### config.mk
export PLATFORM = sky130hd
export DESIGN_NAME = sgd_dispatch
export DESIGN_NICKNAME = d
export VERILOG_FILES = /design/src/common/sgd_cfg_pkg.sv /design/src/common/sgd_types_pkg.sv /design/src/source/sgd_fifo.sv /design/src/host/sgd_dispatch.sv
export SDC_FILE = /design/constraint.sdc
export NUM_CORES = 2
export LEC_CHECK = 0
export BUFFER_PORTS_ARGS = -buffer_cell sky130_fd_sc_hd__buf_2
export CAP_MARGIN = 20
export CORE_MARGIN = 4
export CORE_UTILIZATION = 30
export CTS_BUF_LIST = sky130_fd_sc_hd__clkbuf_4
export DETAILED_ROUTE_END_ITERATION = 6
export GPL_ROUTABILITY_DRIVEN = 0
export MAX_ROUTING_LAYER = met4
export PLACE_DENSITY = 0.46
export SLEW_MARGIN = 20
export SYNTH_ARGS = -nofsm -noshare
export SYNTH_HDL_FRONTEND = slang
export SYNTH_HIERARCHICAL = 1
export SYNTH_SLANG_ARGS = --single-unit
### constraint.sdc
create_clock -name clk -period 7.1 [get_ports clk]
set_input_delay 1.065 -clock clk [delete_from_list [all_inputs] [get_ports clk]]
set_output_delay 1.065 -clock clk [all_outputs]
set_load 0.03 [all_outputs]
### src/common/sgd_cfg_pkg.sv
package sgd_cfg_pkg;

    // geometry of the data path
    localparam int NUM_FEATURES  = 8;    // features per sample, weights in model
    localparam int BATCH_SIZE    = 8;    // samples per batch, labels per label line
    localparam int BATCH_BITS    = $clog2(BATCH_SIZE);
    localparam int FEATURE_W     = 16;   // features and labels
    localparam int WEIGHT_W      = 32;   // weights, dot, loss, gradient
    localparam int LINE_W        = 128;
    localparam int ADDR_W        = 58;   // cache-line address
    localparam int TAG_W         = 8;
    localparam int TAG_LABEL_BIT = TAG_W - 1;  // set on label lines
    localparam int FRAC_BITS     = 8;    // weight fraction bits

    // parameter vector, low bit of each field
    localparam int PARAM_W         = 256;
    localparam int P_ADDR_A_LO     = 0;
    localparam int P_ADDR_B_LO     = 64;
    localparam int P_ADDR_MODEL_LO = 128;
    localparam int P_STEP_LO       = 192;
    localparam int STEP_W          = 5;
    localparam int P_EPOCHS_LO     = 208;
    localparam int EPOCHS_W        = 16;
    localparam int P_SAMPLES_LO    = 224;
    localparam int SAMPLES_W       = 32;   // multiple of BATCH_SIZE

    // response FIFOs
    localparam int FIFO_DEPTH_BITS = 4;
    localparam int FIFO_SLACK      = 4;    // room for responses still in flight

endpackage

### src/common/sgd_types_pkg.sv
package sgd_types_pkg;

    // single words
    typedef logic signed [sgd_cfg_pkg::FEATURE_W-1:0] feature_t;  // labels too
    typedef logic signed [sgd_cfg_pkg::WEIGHT_W-1:0]  weight_t;

    // one host line of features, word 0 in the low bits
    typedef feature_t [sgd_cfg_pkg::NUM_FEATURES-1:0] feature_line_t;

    // labels of one batch, label i belongs to sample i
    typedef feature_t [sgd_cfg_pkg::BATCH_SIZE-1:0] label_line_t;

    // model or gradient, one word per feature
    typedef weight_t [sgd_cfg_pkg::NUM_FEATURES-1:0] weight_vec_t;

endpackage

### src/source/sgd_fifo.sv
`timescale 1ns/1ps

module sgd_fifo #(
    parameter type payload_t = logic [sgd_cfg_pkg::LINE_W-1:0]
) (
    input  logic     clk,
    input  logic     rst_n_g,
    input  logic     wr_en,
    input  payload_t din,
    output logic     almost_full,
    input  logic     rd_en,
    output payload_t dout,
    output logic     empty
);
    import sgd_cfg_pkg::*;

    localparam int DEPTH = 1 << FIFO_DEPTH_BITS;

    payload_t                   mem [DEPTH];
    logic [FIFO_DEPTH_BITS-1:0] wr_ptr;
    logic [FIFO_DEPTH_BITS-1:0] rd_ptr;
    logic [FIFO_DEPTH_BITS:0]   count;   // occupancy, one bit wider than the pointers
    logic                       do_rd;

    assign do_rd       = rd_en & ~empty;  // a read on empty is dropped
    assign empty       = (count == '0);
    assign almost_full = (count >= (FIFO_DEPTH_BITS+1)'(DEPTH - FIFO_SLACK));
    assign dout        = mem[rd_ptr];      // head shown before the read

    always_ff @(posedge clk)
    begin
        if (wr_en)
            mem[wr_ptr] <= din;
    end

    always_ff @(posedge clk)
    begin
        if (!rst_n_g)
        begin
            wr_ptr <= '0;
            rd_ptr <= '0;
            count  <= '0;
        end
        else
        begin
            if (wr_en)
                wr_ptr <= wr_ptr + 1'b1;
            if (do_rd)
                rd_ptr <= rd_ptr + 1'b1;
            count <= count + (FIFO_DEPTH_BITS+1)'(wr_en) - (FIFO_DEPTH_BITS+1)'(do_rd);
        end
    end

endmodule

### src/host/sgd_dispatch.sv
`timescale 1ns/1ps

module sgd_dispatch (
    input  logic                              clk,
    input  logic                              rst_n_g,
    input  logic [sgd_cfg_pkg::TAG_W-1:0]     rx_rd_tag,
    input  logic [sgd_cfg_pkg::LINE_W-1:0]    rx_rd_data,
    input  logic                              rx_rd_valid,
    output logic                              rx_rd_ready,
    output sgd_types_pkg::feature_line_t      sample_line,
    input  logic                              sample_rd,
    output logic                              sample_empty,
    output sgd_types_pkg::label_line_t        label_line,
    input  logic                              label_rd,
    output logic                              label_empty
);
    import sgd_cfg_pkg::*;
    import sgd_types_pkg::*;

    logic take;       // response accepted this cycle
    logic is_label;
    logic sample_af;
    logic label_af;

    assign take        = rx_rd_valid & rx_rd_ready;
    assign is_label    = rx_rd_tag[TAG_LABEL_BIT];
    assign rx_rd_ready = ~(sample_af | label_af);  // stall while either side is near full

    sgd_fifo #(.payload_t(feature_line_t)) u_sample_fifo (
        .clk(clk), .rst_n_g(rst_n_g),
        .wr_en(take & ~is_label), .din(feature_line_t'(rx_rd_data)),
        .almost_full(sample_af),
        .rd_en(sample_rd), .dout(sample_line), .empty(sample_empty)
    );

    sgd_fifo #(.payload_t(label_line_t)) u_label_fifo (
        .clk(clk), .rst_n_g(rst_n_g),
        .wr_en(take & is_label), .din(label_line_t'(rx_rd_data)),
        .almost_full(label_af),
        .rd_en(label_rd), .dout(label_line), .empty(label_empty)
    );

endmodule

==> flow_summary_export.csv <==
group,metric,value,unit
status,run_status,"complete, no violations",
grt,grt-ovfl-total,0,
synth,netlist_instances,6363,
clock_tree,cts_buffer_depth,5,
die,initial_utilization,30.17,%
synth,synth-edff-count,4096,
sta,slew_violations,0,
clock_tree,clkLatencyLatePin,1.67,ns
sta,fin_crit,6.091,ns
die,dieArea,532900,um2
cells_and_area,seqCellArea,123700,um2
cells_and_area,layout-drive-gt1-share,39.86,%
routing,drc,0,
hold_path,hp-class,"in -> reg",
synth,syn_area,156400,um2
sta,fin_hold_ws,0.4279,ns
clock_tree,ctsResizeCount,0,
synth,synthArstFlopShare,0,%
cells_and_area,area_growth,16.51,%
grt,grt_pass1_wl,608600,um
critical_path,path_max_fanout,83,
die,die_w,730,um
synth,yosys.area.top_type,"edfxtp_1",
sta,rsz0062_at_grt,"false",
synth,yosysWarningCount,6,
die,rows,264,
clock_tree,cts_setup_buffers,0,
die,chipHeight,730,um
clock_tree,cts_tree,"done",
synth,avgSynthCellArea,24.58,um2
routing,antenna_left,0,
critical_path,startpoint_type,"register",
clock_tree,cts_root_buf,"clkbuf_4",
sta,tightest_slew,1.162,ns
routing,dr.first_iter.drc_count,6345,
sta,fin_crit_sh,85.79,%
cells_and_area,nets,8068,
critical_path,r2r_setup_slack,2.51,ns
grt,grt_max_degree,130,
cells_and_area,multi_input_area,30870,um2
synth,synthDistinctLibCells,37,
clock_tree,h-tree-depth,7,
placement,dp.final_hpwl,226100,um
cells_and_area,final_common_cell,"edfxtp_1",
sta,maxSlewHeadroom,22.56,%
synth,synth.area.top_cells,"edfxtp_1 (79%), mux4_2 (16%), mux2i_1 (1.2%), a211oi_1 (0.49%), dfxtp_1 (0.44%)",
cells_and_area,n_fill_cell,48310,
pwr,vdd_drop_max,0.2799,mV
pwr,p_per_area,326.0,nW/um2
clock_tree,cts_made_buffers,1172,
routing,wl_per_cell,28.18,um
critical_path,cpMaxStageDelayCell,"dfxtp_4",
clock_tree,clk_pin_slew,0.07,ns
die,num_io_pins,400,
critical_path,cp_cell_sequence,"buf_12, mux4_2, nor2b_1, a211oi_1, a21oi_1, buf_2",
sta,hold_viol,0,
synth,synth_top_area_share,78.65,%
routing,num_vias,75760,
critical_path,arrival,5.03,ns
sta,fin_skew,0.1331,ns
grt,grt_antenna_before_repair,75,
sta,fmax,0.1642,GHz
die,core_area,518300,um2
pwr,leakagePower,0.05646,uW
synth,syn_nets,6532,
synth,ys_ff_latch,4130,
cells_and_area,final_area,182200,um2
grt,grt_usage,16.97,%
routing,via_per_inst,4.874,
critical_path,required,6.03,ns
routing,dr.pass1.iters,5,
clock_tree,numClockSinks,4130,
critical_path,critical_path_class,"reg -> out",
placement,place_area,167400,um2
synth,ys.flop_type,"edfxtp_1",
cells_and_area,most-common-layout-cells,"edfxtp_1 (4,096), clkbuf_4 (1,642), mux4_2 (1,112)",
sta,tns,0,ns
synth,ys_seq_area_share,79.09,%
placement,io_buffers,392,
sta,finalSetupViolations,0,
routing,totalWireLength,438000,um
clock_tree,hold_buffers,135,
run,drv_cap,0,
critical_path,critPathCaptureType,"output port",
grt,grt_pass1_vias,82050,
critical_path,cpPeakStageDelay,0.96,ns
where the power goes:
group / switching (uW) / internal, uW
logic: 6770 / 5040
registers: 240 / 27200
clock network: 9350 / 10800
flip-flops by register name, indices dropped and copies added (netlist names), named ones only:
register and count:
u_sample_fifo/count 5, u_sample_fifo/mem 2048, u_label_fifo/mem 2048, u_label_fifo/rd_ptr 4
u_label_fifo/wr_ptr 4, u_label_fifo/count 5, u_sample_fifo/wr_ptr 4, u_sample_fifo/rd_ptr 4
critical path: cells and delay by family (launching register included):
kind                   cells  cell delay, ns
AND/OR/NAND/NOR            1            0.13
buffers and inverters      2            0.86
multiplexers               1            0.34
AO/OA/AOI/OAI              2            0.97
flip-flops                 1            0.96
worst paths after layout:
check / start / end / cells after the start
worst max register to register: u_label_fifo/count[4] / u_sample_fifo/mem[0][117] / 9
worst min-delay path: rx_rd_data[61] / u_label_fifo/mem[12][61] / 2
worst max-delay path: register / sample_line[5] / 6
worst min register to register: u_label_fifo/rd_ptr[1] / register / 2
stage by stage:
step / total power, uW / util, % / std cells / setup slack (ns)
3_3_place_gp: 40020 / 32.29 / 13510 / 2.657
3_5_place_dp: 40080 / 32.29 / 13510 / 2.579
4_1_cts: 60730 / 35.13 / 15490 / 0.5440
6_report: 59390 / 35.16 / 15540 / 1.009
2_1_floorplan: 36220 / - / 6363 / 1.734
5_1_grt: 62590 / 35.15 / 15530 / 0.5286
per-layer routing:
layer | global-route usage [%] | vias to the layer above | share of wire, %
li1 | - | 31300 | -
met1 | 21.61 | 41370 | 43
met2 | 26.47 | 2458 | 49
met3 | 4.246 | 629 | 5.8
met4 | 5.932 | 0 | 2.5
met5 | - | - | 0
area by class of cell:
type | count | area share, %
sequential | 4130 | 67.89
multi-input combinational | 1875 | 16.94
clock buffer | 1642 | 6.765
tap | 6916 | 4.749
timing repair buffer | 696 | 2.947
clock inverter | 205 | 0.5693
antenna | 55 | 0.07554
inverter | 24 | 0.05768
cells by family (layout without fill, tap and decap cells):
logic type	count (synthesis)	after routing	share of synthesized area (%)
multiplexers	1304	1304	17.24
AO/OA/AOI/OAI	304	304	1.272
adder cells (fa/ha/maj)	28	28	0.2336
other	0	55	0
AND/OR/NAND/NOR	223	223	0.8457
buffers and inverters	358	2567	1.231
flip-flops	4130	4130	79.09
XOR/XNOR	16	16	0.08961
synth_stat cells, drive strengths merged, types with 7 or more instances:
library cell	n
a211oi	102
a21oi	128
and2	54
buf	212
clkbuf	122
dfxtp	34
edfxtp	4096
ha	26
inv	22
mux2i	192
mux4	1112
nand2	32
nor2	7
nor2b	104
o221ai	44
o22ai	22
xnor2	10
Power figures use the tool's default switching activity.
