File: config.mk
export PLATFORM = sky130hd
export DESIGN_NAME = sgd_mem_rd
export DESIGN_NICKNAME = d
export VERILOG_FILES = /design/src/common/sgd_cfg_pkg.sv /design/src/host/sgd_mem_rd.sv
export SDC_FILE = /design/constraint.sdc
export NUM_CORES = 1
export LEC_CHECK = 0
export ABC_AREA = 1
export BUFFER_PORTS_ARGS = -buffer_cell sky130_fd_sc_hd__buf_2
export CAP_MARGIN = 20
export CORE_MARGIN = 1.5
export CORE_UTILIZATION = 35
export DETAILED_ROUTE_END_ITERATION = 10
export PLACE_DENSITY = 0.62
export SKIP_LAST_GASP = 1
export SLEW_MARGIN = 20
export SYNTH_ARGS = -nofsm -noshare
export SYNTH_HDL_FRONTEND = slang
export SYNTH_SLANG_ARGS = --single-unit
File: constraint.sdc
create_clock -name clk -period 3.05 [get_ports clk]
set_clock_uncertainty 0.1 [all_clocks]
set_input_delay 0.4575 -clock clk [delete_from_list [all_inputs] [get_ports clk]]
set_output_delay 0.4575 -clock clk [all_outputs]
set_load 0.005 [all_outputs]
File: src/common/sgd_cfg_pkg.sv
package sgd_cfg_pkg;

    // geometry of the data path
    localparam int NUM_FEATURES  = 8;    // features per sample, weights in model
    localparam int BATCH_SIZE    = 8;    // samples per batch, labels per label line
    localparam int BATCH_BITS    = $clog2(BATCH_SIZE);
    localparam int FEATURE_W     = 16;   // features and labels
    localparam int WEIGHT_W      = 32;   // weights, dot, loss, gradient
    localparam int LINE_W        = 128;
    localparam int ADDR_W        = 58;   // cache-line address
    localparam int TAG_W         = 8;
    localparam int TAG_LABEL_BIT = TAG_W - 1;  // set on label lines
    localparam int FRAC_BITS     = 8;    // weight fraction bits

    // parameter vector, low bit of each field
    localparam int PARAM_W         = 256;
    localparam int P_ADDR_A_LO     = 0;
    localparam int P_ADDR_B_LO     = 64;
    localparam int P_ADDR_MODEL_LO = 128;
    localparam int P_STEP_LO       = 192;
    localparam int STEP_W          = 5;
    localparam int P_EPOCHS_LO     = 208;
    localparam int EPOCHS_W        = 16;
    localparam int P_SAMPLES_LO    = 224;
    localparam int SAMPLES_W       = 32;   // multiple of BATCH_SIZE

    // response FIFOs
    localparam int FIFO_DEPTH_BITS = 4;
    localparam int FIFO_SLACK      = 4;    // room for responses still in flight

endpackage

File: src/host/sgd_mem_rd.sv
`timescale 1ns/1ps

module sgd_mem_rd (
    input  logic                               clk,
    input  logic                               rst_n_g,
    input  logic                               start,
    input  logic [sgd_cfg_pkg::ADDR_W-1:0]     addr_a,
    input  logic [sgd_cfg_pkg::ADDR_W-1:0]     addr_b,
    input  logic [sgd_cfg_pkg::EPOCHS_W-1:0]   number_of_epochs,
    input  logic [sgd_cfg_pkg::SAMPLES_W-1:0]  number_of_samples,
    output logic [sgd_cfg_pkg::ADDR_W-1:0]     tx_rd_addr,
    output logic [sgd_cfg_pkg::TAG_W-1:0]      tx_rd_tag,
    output logic                               tx_rd_valid,
    input  logic                               tx_rd_ready
);
    import sgd_cfg_pkg::*;

    logic                  started;
    logic                  running;     // requests left to issue
    logic [EPOCHS_W-1:0]   epoch_cnt;
    logic [SAMPLES_W-1:0]  batch_cnt;
    logic [SAMPLES_W-1:0]  last_batch;
    logic [BATCH_BITS:0]   line_cnt;    // 0 is the label line, 1..8 the samples
    logic [BATCH_BITS-1:0] sample_lo;

    assign last_batch = (number_of_samples >> BATCH_BITS) - 1'b1;
    assign sample_lo  = line_cnt[BATCH_BITS-1:0] - 1'b1;  // line 8 wraps to 7
    assign tx_rd_valid = running;

    // label lines by batch, sample lines by sample index
    assign tx_rd_addr = (line_cnt == '0) ? addr_b + ADDR_W'(batch_cnt)
                                         : addr_a + ADDR_W'({batch_cnt, sample_lo});
    assign tx_rd_tag  = {line_cnt == '0, (TAG_W-1)'(line_cnt)};

    always_ff @(posedge clk)
    begin
        if (!rst_n_g)
        begin
            started   <= 1'b0;
            running   <= 1'b0;
            epoch_cnt <= '0;
            batch_cnt <= '0;
            line_cnt  <= '0;
        end
        else if (start && !started)
        begin
            started <= 1'b1;
            running <= (number_of_epochs != '0) && (number_of_samples >= BATCH_SIZE);
        end
        else if (running && tx_rd_ready)    // request taken, step on
        begin
            if (line_cnt == (BATCH_BITS+1)'(BATCH_SIZE))
            begin
                line_cnt <= '0;
                if (batch_cnt == last_batch)
                begin
                    batch_cnt <= '0;
                    epoch_cnt <= epoch_cnt + 1'b1;
                    if (epoch_cnt == number_of_epochs - 1'b1)
                        running <= 1'b0;     // last epoch issued
                end
                else
                    batch_cnt <= batch_cnt + 1'b1;
            end
            else
                line_cnt <= line_cnt + 1'b1;
        end
    end

endmodule

==> flow_summary.json, run 1 <==
{
  "cts_tree": "yes",
  "cap_violations": 0,
  "portBuffers": 228,
  "path_cells": "inv_4, buf_6, ha_4, fa_2, nand2_2, nand2_2, o21ai_4, o21ai_2, a21oi_2, buf_6, buf_12, inv_6, a21oi_4, o21ai_2, xor2_1, mux2_4, buf_2",
  "synthCells": 2275,
  "leakage_nw": 9.06,
  "combPwrFrac_pct": 51.1,
  "timing.hold.ws_ps": 277,
  "critPathBufInv": 6,
  "path_class": "reg2out",
  "cts_sinks": 54,
  "peakVddDrop_mv": 0.218,
  "fin_nets": 3109,
  "start_util_pct": 35.4,
  "dp_hpwl_um": 46700,
  "drc": 0,
  "slew_headroom_pct": 61.0,
  "end_kind": "primary output",
  "vias": 17089,
  "max_freq_mhz": 284,
  "cpPeakStageDelay_ps": 410,
  "die_height_um": 189,
  "io_pins": 235,
  "timing.rr.start": "line_cnt[0]",
  "setup_ws_ps": -470,
  "post-route-min-period_ps": 3520,
  "yosys.area_share.simple_pct": 44.0,
  "r2r-end": "batch_cnt[28]",
  "synthAdderAreaFrac_pct": 7.94,
  "synth-seq-cells": 54,
  "p_seq_share_pct": 26.8,
  "clock_latency_ps": 300,
  "layout-drive-gt1-share_pct": 35.2,
  "area_growth_pct": 51.9,
  "h-tree-depth": 2,
  "syn_area_um2": 12200,
  "clk_pin_slew_ps": 80,
  "pwr-share-clk_pct": 22.1,
  "required_ps": 2490,
  "yosysSeqAreaShare_pct": 8.88,
  "finalMaxSlewViolations": 0,
  "cp_data_arrival_time_ps": 2960,
  "grt_pass1_vias": 16222,
  "r2r_setup_slack_ps": 260,
  "worstMarginPinSlew_ps": 579,
  "clockBufferDepth": 2,
  "grt_usage_pct": 30.0,
  "min_path_type": "in2reg",
  "postCtsHoldBufs": 0,
  "grt_overflow_total": 0,
  "wl_per_cell_um": 16.8,
  "ys_warn_count": 0,
  "grt_max_degree": 60,
  "synth.top_cell.area_share_pct": 16.3,
  "setup_viol": 52,
  "hp-start": "start",
  "synthXorXnorAreaFrac_pct": 6.33,
  "power.internal_mw": 1.59,
  "gp_congestion": 0.989,
  "synth_top_family_by_area": "simple AND/OR/NAND/NOR gates",
  "synth-compound-area-share_pct": 19.7,
  "netSwitchingFraction_pct": 39.9,
  "hold_path_depth": 3,
  "die_w_um": 189,
  "power.total_mw": 2.64,
  "path_delay_family": "buffers and inverters",
  "num-fill-cells": 3501,
  "min_to": "started",
  "outcome": "complete, but fails checks",
  "cts_buffers": 5,
  "grt_first_pass_wirelength_um": 85100,
  "drt_first_iter_violations": 1276,
  "slowest_stage": "fa_2",
  "muxShareOfSynthArea_pct": 0.0925,
  "drtAntennaViolNets": 0,
  "rsz0062_at_grt": "true",
  "p_sw_mw": 1.05,
  "hold_viol": 0,
  "synth_area_per_cell_um2": 5.35,
  "powerDensity_nw_per_um2": 143,
  "cts_root_buffer": "clkbuf_16",
  "viasPerCell": 5.14,
  "grt_antenna_before_repair": 3,
  "num_rows": 68,
  "startpoint_type": "flip-flop",
  "fin_crit_sh_pct": 115,
  "dr.pass1.iters": 6,
  "coreArea_um2": 34400,
  "die-area_um2": 35900,
  "r2r_cells": 17,
  "synthTopCellsByArea": "nand2_1 16%, inv_1 11%, nor2_1 10%, dfxtp_1 8.9%, a21oi_1 8.5%",
  "worstPathMaxFanout": 3,
  "finalWirelength_um": 55700,
  "post-synth-top-area-cell": "nand2_1",
  "synth_cell_types": 56,
  "finalSetupTns_ps": -16060,
  "violations": "negative setup slack"
}
==> worst min-delay path: cells and delay by family <==
kind	cells	cell delay, ps
buf+inv	1	90
simple gates	2	100
==> cell usage after synthesis (all sizes together) <==
cell     instances
a21oi          206
or2             11
conb             1
o21a            12
o32ai            1
nand2          546
o21ai          180
a31oi            7
ha              74
a21boi           5
nor2           361
buf              8
o31ai            1
fa               2
clkinv           2
o2bb2ai          2
inv            381
xor3             1
nor3            50
nand3b           5
and2             3
nor4            23
dfxtp           54
a22oi            2
o21bai          12
nand4           35
nor3b            1
or3              1
clkbuf          17
o22ai            5
nand3          166
and3             4
xnor2           25
mux2             1
a21o            12
o211ai           3
xnor3            4
o2111ai          1
xor2            50
==> per-layer routing <==
layer  part of all wire (%)  track usage (%)  up-vias
met5                  0.018                0        -
met4                    3.6             10.6        2
met3                    8.5             4.97       81
met2                     44             47.7      642
met1                     44             40.5     7794
li1                       -                -     8570
==> power by group through the flow <==
stage | sequential, mW | clock (mW) | combinational, mW
final | 0.707 | 0.582 | 1.35
after floorplan | 0.727 | 0 | 0.546
after CTS | 0.707 | 0.590 | 1.26
after global placement | 0.726 | 0 | 1.13
after global routing | 0.707 | 0.629 | 1.46
after detailed placement | 0.727 | 0 | 1.14
==> state kept, by name, indices dropped and copies added (netlist names) <==
signal / count
line_cnt: 4
batch_cnt: 32
started: 1
epoch_cnt: 16
tx_rd_valid: 1
==> worst max path at each step <==
stage                           start              to  slack, ps  cells after the start
final                     line_cnt[0]  tx_rd_addr[34]       -470                     17
after global routing      line_cnt[0]  tx_rd_addr[41]       -610                     22
after CTS                 line_cnt[0]  tx_rd_addr[46]       -460                     19
after detailed placement    addr_a[0]  tx_rd_addr[42]       -530                     15
after global placement      addr_b[0]  tx_rd_addr[30]       -520                     18
after floorplan           line_cnt[0]  tx_rd_addr[34]         -7                     14
==> logic make-up after synthesis <==
family,count (synthesis)
AO/OA/AOI/OAI,449
XOR/XNOR,80
adder cells (fa/ha/maj),76
buffers and inverters,408
flip-flops,54
multiplexers,1
other,1
AND/OR/NAND/NOR,1206
==> placed cells by master, fill, tap and decap left out, drive strengths merged, types with 4 or more instances in the layout <==
cell type and count:
o21ai 180, a21oi 206, buf 606, o21bai 12, a21boi 5, nor3 50
nor4 23, ha 74, dfxtp 54, nor2 361, nand3 166, nand2 546
clkbuf 5, xnor2 25, or2 11, a21o 12, a31oi 7, xnor3 4
xor2 50, inv 382, o21a 12, o22ai 5, nand4 35, nand3b 5
and3 4
==> through the flow <==
step           worst slack (ps)  cell area [um2]  std cells  utilization [%]
2_1_floorplan             -7.11            12200       2277                -
3_3_place_gp               -519            16400       3278             47.7
5_1_grt                    -609            18500       3320             53.7
4_1_cts                    -465            17800       3306             51.7
6_report                   -470            18500       3322             53.8
3_5_place_dp               -525            16400       3278             47.7
==> cell type report <==
type / count / area (um2) / share of cell area, %
Sequential cell: 54 / 1120 / 6.04
Antenna cell: 2 / 5.00 / 0.0271
Multi-Input combinational cell: 1815 / 11000 / 59.4
Timing Repair Buffer: 606 / 4210 / 22.8
Inverter: 383 / 1460 / 7.91
Tap cell: 455 / 569 / 3.08
Clock inverter: 2 / 13.8 / 0.0745
Clock buffer: 5 / 125 / 0.677
==> what timing repair did <==
| item | 4_1_cts | 5_1_grt |
|---|---|---|
| gates resized for setup | 296 | 152 |
| cloned | 0 | 0 |
| hold endpoints to repair | 0 | 0 |
| buffers inserted | 29 | 19 |
| pin swaps | 61 | 59 |
| endpoints found under the setup margin | 51 | 62 |
(Power assumes the default switching activity.)
==> run 2, diff against run 1 <==
--- a/config.mk
+++ b/config.mk
@@ -5,13 +5,12 @@
 export SDC_FILE = /design/constraint.sdc
 export NUM_CORES = 1
 export LEC_CHECK = 0
-export ABC_AREA = 1
 export BUFFER_PORTS_ARGS = -buffer_cell sky130_fd_sc_hd__buf_2
 export CAP_MARGIN = 20
 export CORE_MARGIN = 1.5
 export CORE_UTILIZATION = 35
 export DETAILED_ROUTE_END_ITERATION = 10
-export PLACE_DENSITY = 0.62
+export PLACE_DENSITY = 0.64
 export SKIP_LAST_GASP = 1
 export SLEW_MARGIN = 20
 export SYNTH_ARGS = -nofsm -noshare
==> run 2 against run 1 <==
Compared with the run above: the flow still finishes with violations (negative setup slack); global-route usage down 5.3 points; sequential share of layout area is 1.7 points higher; first-iteration DRC count decreased by 62%; maximum frequency shrank 15%; highest routed layer is now met4; wire length is 38% lower; combinational power is 30% lower; cell count fell by 36%; power is 15% lower; clock-buffer cell count stayed put; critical path depth fell by 2; register-to-register slack worse by 370 ps; via count decreased by 34%; largest cell class unchanged.
==> flow_summary.json, run 2 <==
{
  "outcome": "complete, but fails checks",
  "violations": "negative setup slack",
  "synth_top_family_by_area": "simple AND/OR/NAND/NOR gates",
  "drtAntennaViolNets": 0,
  "setup_ws_ps": -1070,
  "yosysSeqAreaShare_pct": 12.0,
  "synthAdderAreaFrac_pct": 10.7,
  "yosys.area_share.simple_pct": 27.1,
  "viasPerCell": 5.30,
  "synthXorXnorAreaFrac_pct": 19.7,
  "layout-drive-gt1-share_pct": 43.2,
  "grt_usage_pct": 24.6,
  "syn_area_um2": 9010,
  "die-area_um2": 26700,
  "final_cell_mix": "325 x buf_4, 227 x buf_2, 109 x xnor2_1, 100 x nand2_1, 87 x xor2_1",
  "finalWirelength_um": 34600,
  "cts_root_buffer": "clkbuf_16",
  "synth_cell_types": 64,
  "grt_pass1_vias": 10866,
  "post-route-min-period_ps": 4120,
  "grt_antenna_before_repair": 3,
  "required_ps": 2490,
  "synth_flop_cell": "dfxtp_1",
  "timing.rr.start": "batch_cnt[10]",
  "peakVddDrop_mv": 0.228,
  "fin_crit_sh_pct": 135,
  "dp_hpwl_um": 28000,
  "finalMaxSlewViolations": 0,
  "worstPathMaxFanout": 2,
  "synthCells": 1249,
  "synth-compound-area-share_pct": 23.1,
  "startpoint_type": "flip-flop",
  "clockBufferDepth": 2,
  "setup_viol": 98,
  "hold_viol": 0,
  "grt_max_degree": 43,
  "top_register": "batch_cnt",
  "muxShareOfSynthArea_pct": 3.33,
  "hold_path_depth": 2,
  "r2r-end": "epoch_cnt[15]",
  "finalSetupTns_ps": -52620,
  "vias": 11273,
  "cts_tree": "yes",
  "cp_data_arrival_time_ps": 3560,
  "synth_commonest_cells": "113 x xnor2_1, 106 x nand2_1, 97 x a21oi_1, 94 x nor2_1, 90 x xor2_1",
  "start_util_pct": 35.7,
  "die_height_um": 163,
  "synth.most_common_cell": "xnor2_1",
  "min_path_type": "in2reg",
  "io_pins": 235,
  "powerDensity_nw_per_um2": 155,
  "ys_warn_count": 0,
  "num-fill-cells": 2312,
  "dr.pass1.iters": 5,
  "num_rows": 58,
  "clk_pin_slew_ps": 80,
  "wl_per_cell_um": 16.3,
  "synthTopCellsByArea": "dfxtp_1 12%, xnor2_1 11%, ha_1 10%, xor2_1 8.7%, a21oi_1 5.4%",
  "portBuffers": 228,
  "die_w_um": 163,
  "synth-edff-count": 0,
  "coreArea_um2": 25300,
  "synth-seq-cells": 54,
  "layout_commonest_cell": "buf_4",
  "path_cells": "inv_4, ha_4, xor2_2, ha_1, a21o_1, a31oi_2, or3_4, a2111oi_4, o21ai_2, a211oi_4, nor2_1, o21bai_1, mux2i_1, o211ai_1, buf_2",
  "grt_overflow_total": 0,
  "slowest_stage": "a2111oi_4",
  "slew_headroom_pct": 62.1,
  "synth_area_per_cell_um2": 7.21,
  "area_growth_pct": 60.4,
  "worstMarginPinSlew_ps": 569,
  "top_regs": "batch_cnt: 32 flops, epoch_cnt: 16 flops, line_cnt: 4 flops",
  "leakage_nw": 6.63,
  "r2r_setup_slack_ps": -110,
  "r2r_cells": 16,
  "path_class": "reg2out",
  "fin_nets": 2035,
  "dp_slack_ps": -857,
  "drt_first_iter_violations": 480,
  "async_flop_share_pct": 0,
  "drc": 0,
  "min_to": "started",
  "h-tree-depth": 2,
  "cts_buffers": 5,
  "cts_sinks": 54,
  "gp_congestion": 0.952,
  "postCtsHoldBufs": 0,
  "rsz0062_at_grt": "true",
  "hp-start": "start",
  "post-synth-top-area-cell": "dfxtp_1",
  "grt_first_pass_wirelength_um": 53300,
  "largest_reg_flops": 32,
  "end_kind": "primary output",
  "clock_latency_ps": 290,
  "max_freq_mhz": 243,
  "cpPeakStageDelay_ps": 420,
  "synth.top_cell.area_share_pct": 12.0,
  "cap_violations": 0
}
run 2: changes by cell type in the layout (fill, tap and decap cells not counted), sizes merged, moves of 109 or more:
cell	delta
nand2	-440
inv	-342
nor2	-267
nand3	-116
o21ai	-110
a21oi	-109
run 2: per-stage QoR:
stage | std cells | hold slack [ps] | total power [mW] | cell area (um2) | utilization, %
2_1_floorplan | 1251 | 341 | 1.13 | 9460 | -
3_3_place_gp | 2074 | 347 | 1.59 | 13100 | 52.1
3_5_place_dp | 2074 | 359 | 1.60 | 13100 | 52.1
4_1_cts | 2113 | 277 | 2.24 | 14100 | 55.8
5_1_grt | 2125 | 272 | 2.36 | 14500 | 57.2
6_report | 2125 | 276 | 2.25 | 14500 | 57.2
run 2: cell families after synthesis:
kind of cell,count (synthesis)
mux,30
simple gates,466
compound gates,329
xor+xnor,203
other cells,1
fa+ha+maj,76
flops,54
buf+inv,90
run 2: timing repair:
item / in CTS / in global routing
endpoints found under the setup margin: 101 / 101
endpoints found under the hold margin: 0 / 0
resized for setup: 121 / 83
pin swaps: 76 / 60
setup buffers: 29 / 16
gates cloned: 5 / 1
run 2: power breakdown:
part / switching [mW] / leakage (nW) / total, mW / internal (mW)
sequential: 0.00193 / 0.445 / 0.706 / 0.704
clock: 0.276 / 0.0759 / 0.590 / 0.314
combinational: 0.485 / 6.11 / 0.951 / 0.467
total: 0.763 / 6.63 / 2.25 / 1.48
run 2: worst max-delay path by stage:
stage                          from              to  slack (ps)  cells past startpoint
6_report                line_cnt[0]  tx_rd_addr[34]       -1070                     15
5_1_grt                 line_cnt[0]  tx_rd_addr[56]       -1210                     16
4_1_cts                 line_cnt[0]  tx_rd_addr[50]       -1060                     16
3_5_place_dp            line_cnt[0]  tx_rd_addr[38]        -860                     16
3_3_place_gp              addr_a[7]  tx_rd_addr[38]        -780                     14
2_1_floorplan  number_of_samples[3]   epoch_cnt[13]        -540                     13
run 2: per-layer routing:
| metal | wire length, um | GRT usage [%] |
|---|---|---|
| met5 | 0 | 0 |
| met4 | 1030 | 8.51 |
| met3 | 1450 | 1.55 |
| met2 | 16800 | 43.7 |
| met1 | 15300 | 31.4 |
run 2: critical path: cells and delay by family, from the launching register on:
kind	cells	cell delay, ps
AO/OA/AOI/OAI	7	1410
XOR/XNOR	1	140
adder cells (fa/ha/maj)	2	460
multiplexers	1	210
flip-flops	1	360
AND/OR/NAND/NOR	2	460
buffers and inverters	2	210
run 2: cell type report:
class / instances / area (um2) / share of cell area (%)
diodes: 3 / 7.51 / 0.0519
well taps: 330 / 413 / 2.86
clock buffers: 5 / 125 / 0.866
clock inverters: 3 / 28.8 / 0.199
inverters: 39 / 169 / 1.17
flip-flops and latches: 54 / 1110 / 7.70
multi-input cells: 1107 / 8590 / 59.4
repair buffers: 584 / 4010 / 27.7
==> run 3, diff against run 2 <==
--- a/config.mk
+++ b/config.mk
@@ -11,6 +11,7 @@
 export CORE_UTILIZATION = 35
 export DETAILED_ROUTE_END_ITERATION = 10
 export PLACE_DENSITY = 0.64
+export RECOVER_POWER = 50
 export SKIP_LAST_GASP = 1
 export SLEW_MARGIN = 20
 export SYNTH_ARGS = -nofsm -noshare
==> run 3 against run 2 <==
Compared with the run above: the flow still finishes with violations (negative setup slack); clock power barely moved; critical path depth rose by 1; cell count did not move; core utilization barely moved; largest power group unchanged; combinational power barely moved; worst hold slack barely moved; sequential share of layout area barely moved.
==> flow_summary.json, run 3 (synthesized netlist as in run 2, its figures left out) <==
{
  "outcome": "complete, but fails checks",
  "violations": "negative setup slack",
  "fin_nets": 2035,
  "drc": 0,
  "final_cell_mix": "325 x buf_4, 225 x buf_2, 109 x xnor2_1, 100 x nand2_1, 87 x xor2_1",
  "grt_pass1_vias": 10866,
  "timing.rr.start": "batch_cnt[10]",
  "postCtsHoldBufs": 0,
  "clockBufferDepth": 2,
  "grt_antenna_before_repair": 3,
  "top_regs": "batch_cnt: 32 flops, epoch_cnt: 16 flops, line_cnt: 4 flops",
  "r2r-end": "epoch_cnt[5]",
  "worstMarginPinSlew_ps": 905,
  "worstPathMaxFanout": 5,
  "dp_slack_ps": -857,
  "cap_violations": 0,
  "hold_viol": 0,
  "layout_commonest_cell": "buf_4",
  "viasPerCell": 5.31,
  "die-area_um2": 26700,
  "start_util_pct": 35.7,
  "leakage_nw": 6.62,
  "power.internal_mw": 1.48,
  "r2r_cells": 15,
  "h-tree-depth": 2,
  "min_to": "started",
  "portBuffers": 228,
  "grt_overflow_total": 0,
  "powerDensity_nw_per_um2": 155,
  "slew_headroom_pct": 39.7,
  "area_growth_pct": 60.4,
  "coreArea_um2": 25300,
  "die_w_um": 163,
  "setup_viol": 98,
  "grt_first_pass_wirelength_um": 53300,
  "path_class": "reg2out",
  "p_seq_share_pct": 31.4,
  "cts_tree": "yes",
  "cts_buffers": 5,
  "clock_latency_ps": 290,
  "combPwrFrac_pct": 42.3,
  "cp_data_arrival_time_ps": 3560,
  "crit_start": "line_cnt[0]",
  "hold_path_depth": 2,
  "dp_hpwl_um": 28000,
  "rsz0062_at_grt": "true",
  "clk_pin_slew_ps": 80,
  "startpoint_type": "flip-flop",
  "setup_ws_ps": -1070,
  "wl_per_cell_um": 16.3,
  "power.total_mw": 2.25,
  "drtAntennaViolNets": 0,
  "pwr-share-clk_pct": 26.2,
  "hp-start": "start",
  "finalMaxSlewViolations": 0,
  "io_pins": 235,
  "vias": 11275,
  "grt_usage_pct": 24.6,
  "die_height_um": 163,
  "dr.pass1.iters": 5,
  "grt_max_degree": 43,
  "cts_sinks": 54,
  "num_rows": 58,
  "min_path_type": "in2reg",
  "netSwitchingFraction_pct": 34.0,
  "top_register": "batch_cnt",
  "gp_congestion": 0.952,
  "largest_reg_flops": 32,
  "fin_crit_sh_pct": 135,
  "layout-drive-gt1-share_pct": 43.1,
  "timing.hold.ws_ps": 276,
  "peakVddDrop_mv": 0.228,
  "finalWirelength_um": 34600,
  "required_ps": 2490,
  "p_sw_mw": 0.763,
  "cts_root_buffer": "clkbuf_16",
  "post-route-min-period_ps": 4120,
  "num-fill-cells": 2314,
  "drt_first_iter_violations": 528,
  "max_freq_mhz": 243,
  "end_kind": "primary output",
  "r2r_setup_slack_ps": -110
}
==> run 3: worst max path at each step <==
| stage | to | slack, ps | depth (start not counted) |
|---|---|---|---|
| detailed placement | tx_rd_addr[38] | -860 | 16 |
| global route | tx_rd_addr[56] | -1210 | 16 |
| floorplan | epoch_cnt[13] | -540 | 13 |
| finish | tx_rd_addr[36] | -1070 | 16 |
| global placement | tx_rd_addr[38] | -780 | 14 |
| CTS | tx_rd_addr[50] | -1060 | 16 |
==> run 3: cell type report <==
class / count / area [um2] / area share (%)
multi-input cells: 1107 / 8590 / 59.4
inverters: 39 / 169 / 1.17
repair buffers: 584 / 4010 / 27.7
clock buffers: 5 / 125 / 0.866
clock inverters: 3 / 28.8 / 0.199
flip-flops and latches: 54 / 1110 / 7.70
well taps: 330 / 413 / 2.86
diodes: 3 / 7.51 / 0.0520
==> run 3: per-stage QoR <==
stage / cell area, um2 / util (%) / instances / TNS (ps)
floorplan: 9460 / - / 1251 / -25260
global placement: 13100 / 52.1 / 2074 / -53170
detailed placement: 13100 / 52.1 / 2074 / -57870
CTS: 14100 / 55.8 / 2113 / -50450
global route: 14500 / 57.2 / 2125 / -64940
finish: 14500 / 57.2 / 2125 / -53070
==> run 3: worst max-delay path, stage by stage, from the launching register on <==
cell and delay (ps):
dfxtp_4 360, inv_4 40, ha_4 150, xor2_2 140
ha_1 310, a21o_1 150, a31oi_2 100, or3_4 370
a2111oi_4 420, o21ai_2 130, a211oi_4 280, o21ai_2 120
buf_2 210, a21boi_2 150, xnor2_1 130, mux2i_1 80
buf_2 130
==> run 3: power groups by stage <==
stage	logic [mW]	clock network (mW)	registers [mW]
2_1_floorplan	0.407	0	0.726
3_3_place_gp	0.863	0	0.725
3_5_place_dp	0.876	0	0.725
4_1_cts	0.929	0.601	0.707
5_1_grt	1.03	0.621	0.706
6_report	0.951	0.590	0.706
==> run 3: repair_timing <==
| action | CTS | global route |
|---|---|---|
| cloned | 5 | 1 |
| pin swaps | 76 | 60 |
| setup buffers | 29 | 16 |
| endpoints found under the setup margin | 101 | 101 |
| resized for setup | 121 | 83 |
==> run 3: routing by layer <==
layer  GRT usage [%]  vias to the layer above  routed length (um)
li1                -                     5639                   -
met1            31.4                     5265               15300
met2            43.7                      310               16800
met3            1.55                       61                1430
met4            8.51                        0                1030
met5               0                        -                   0
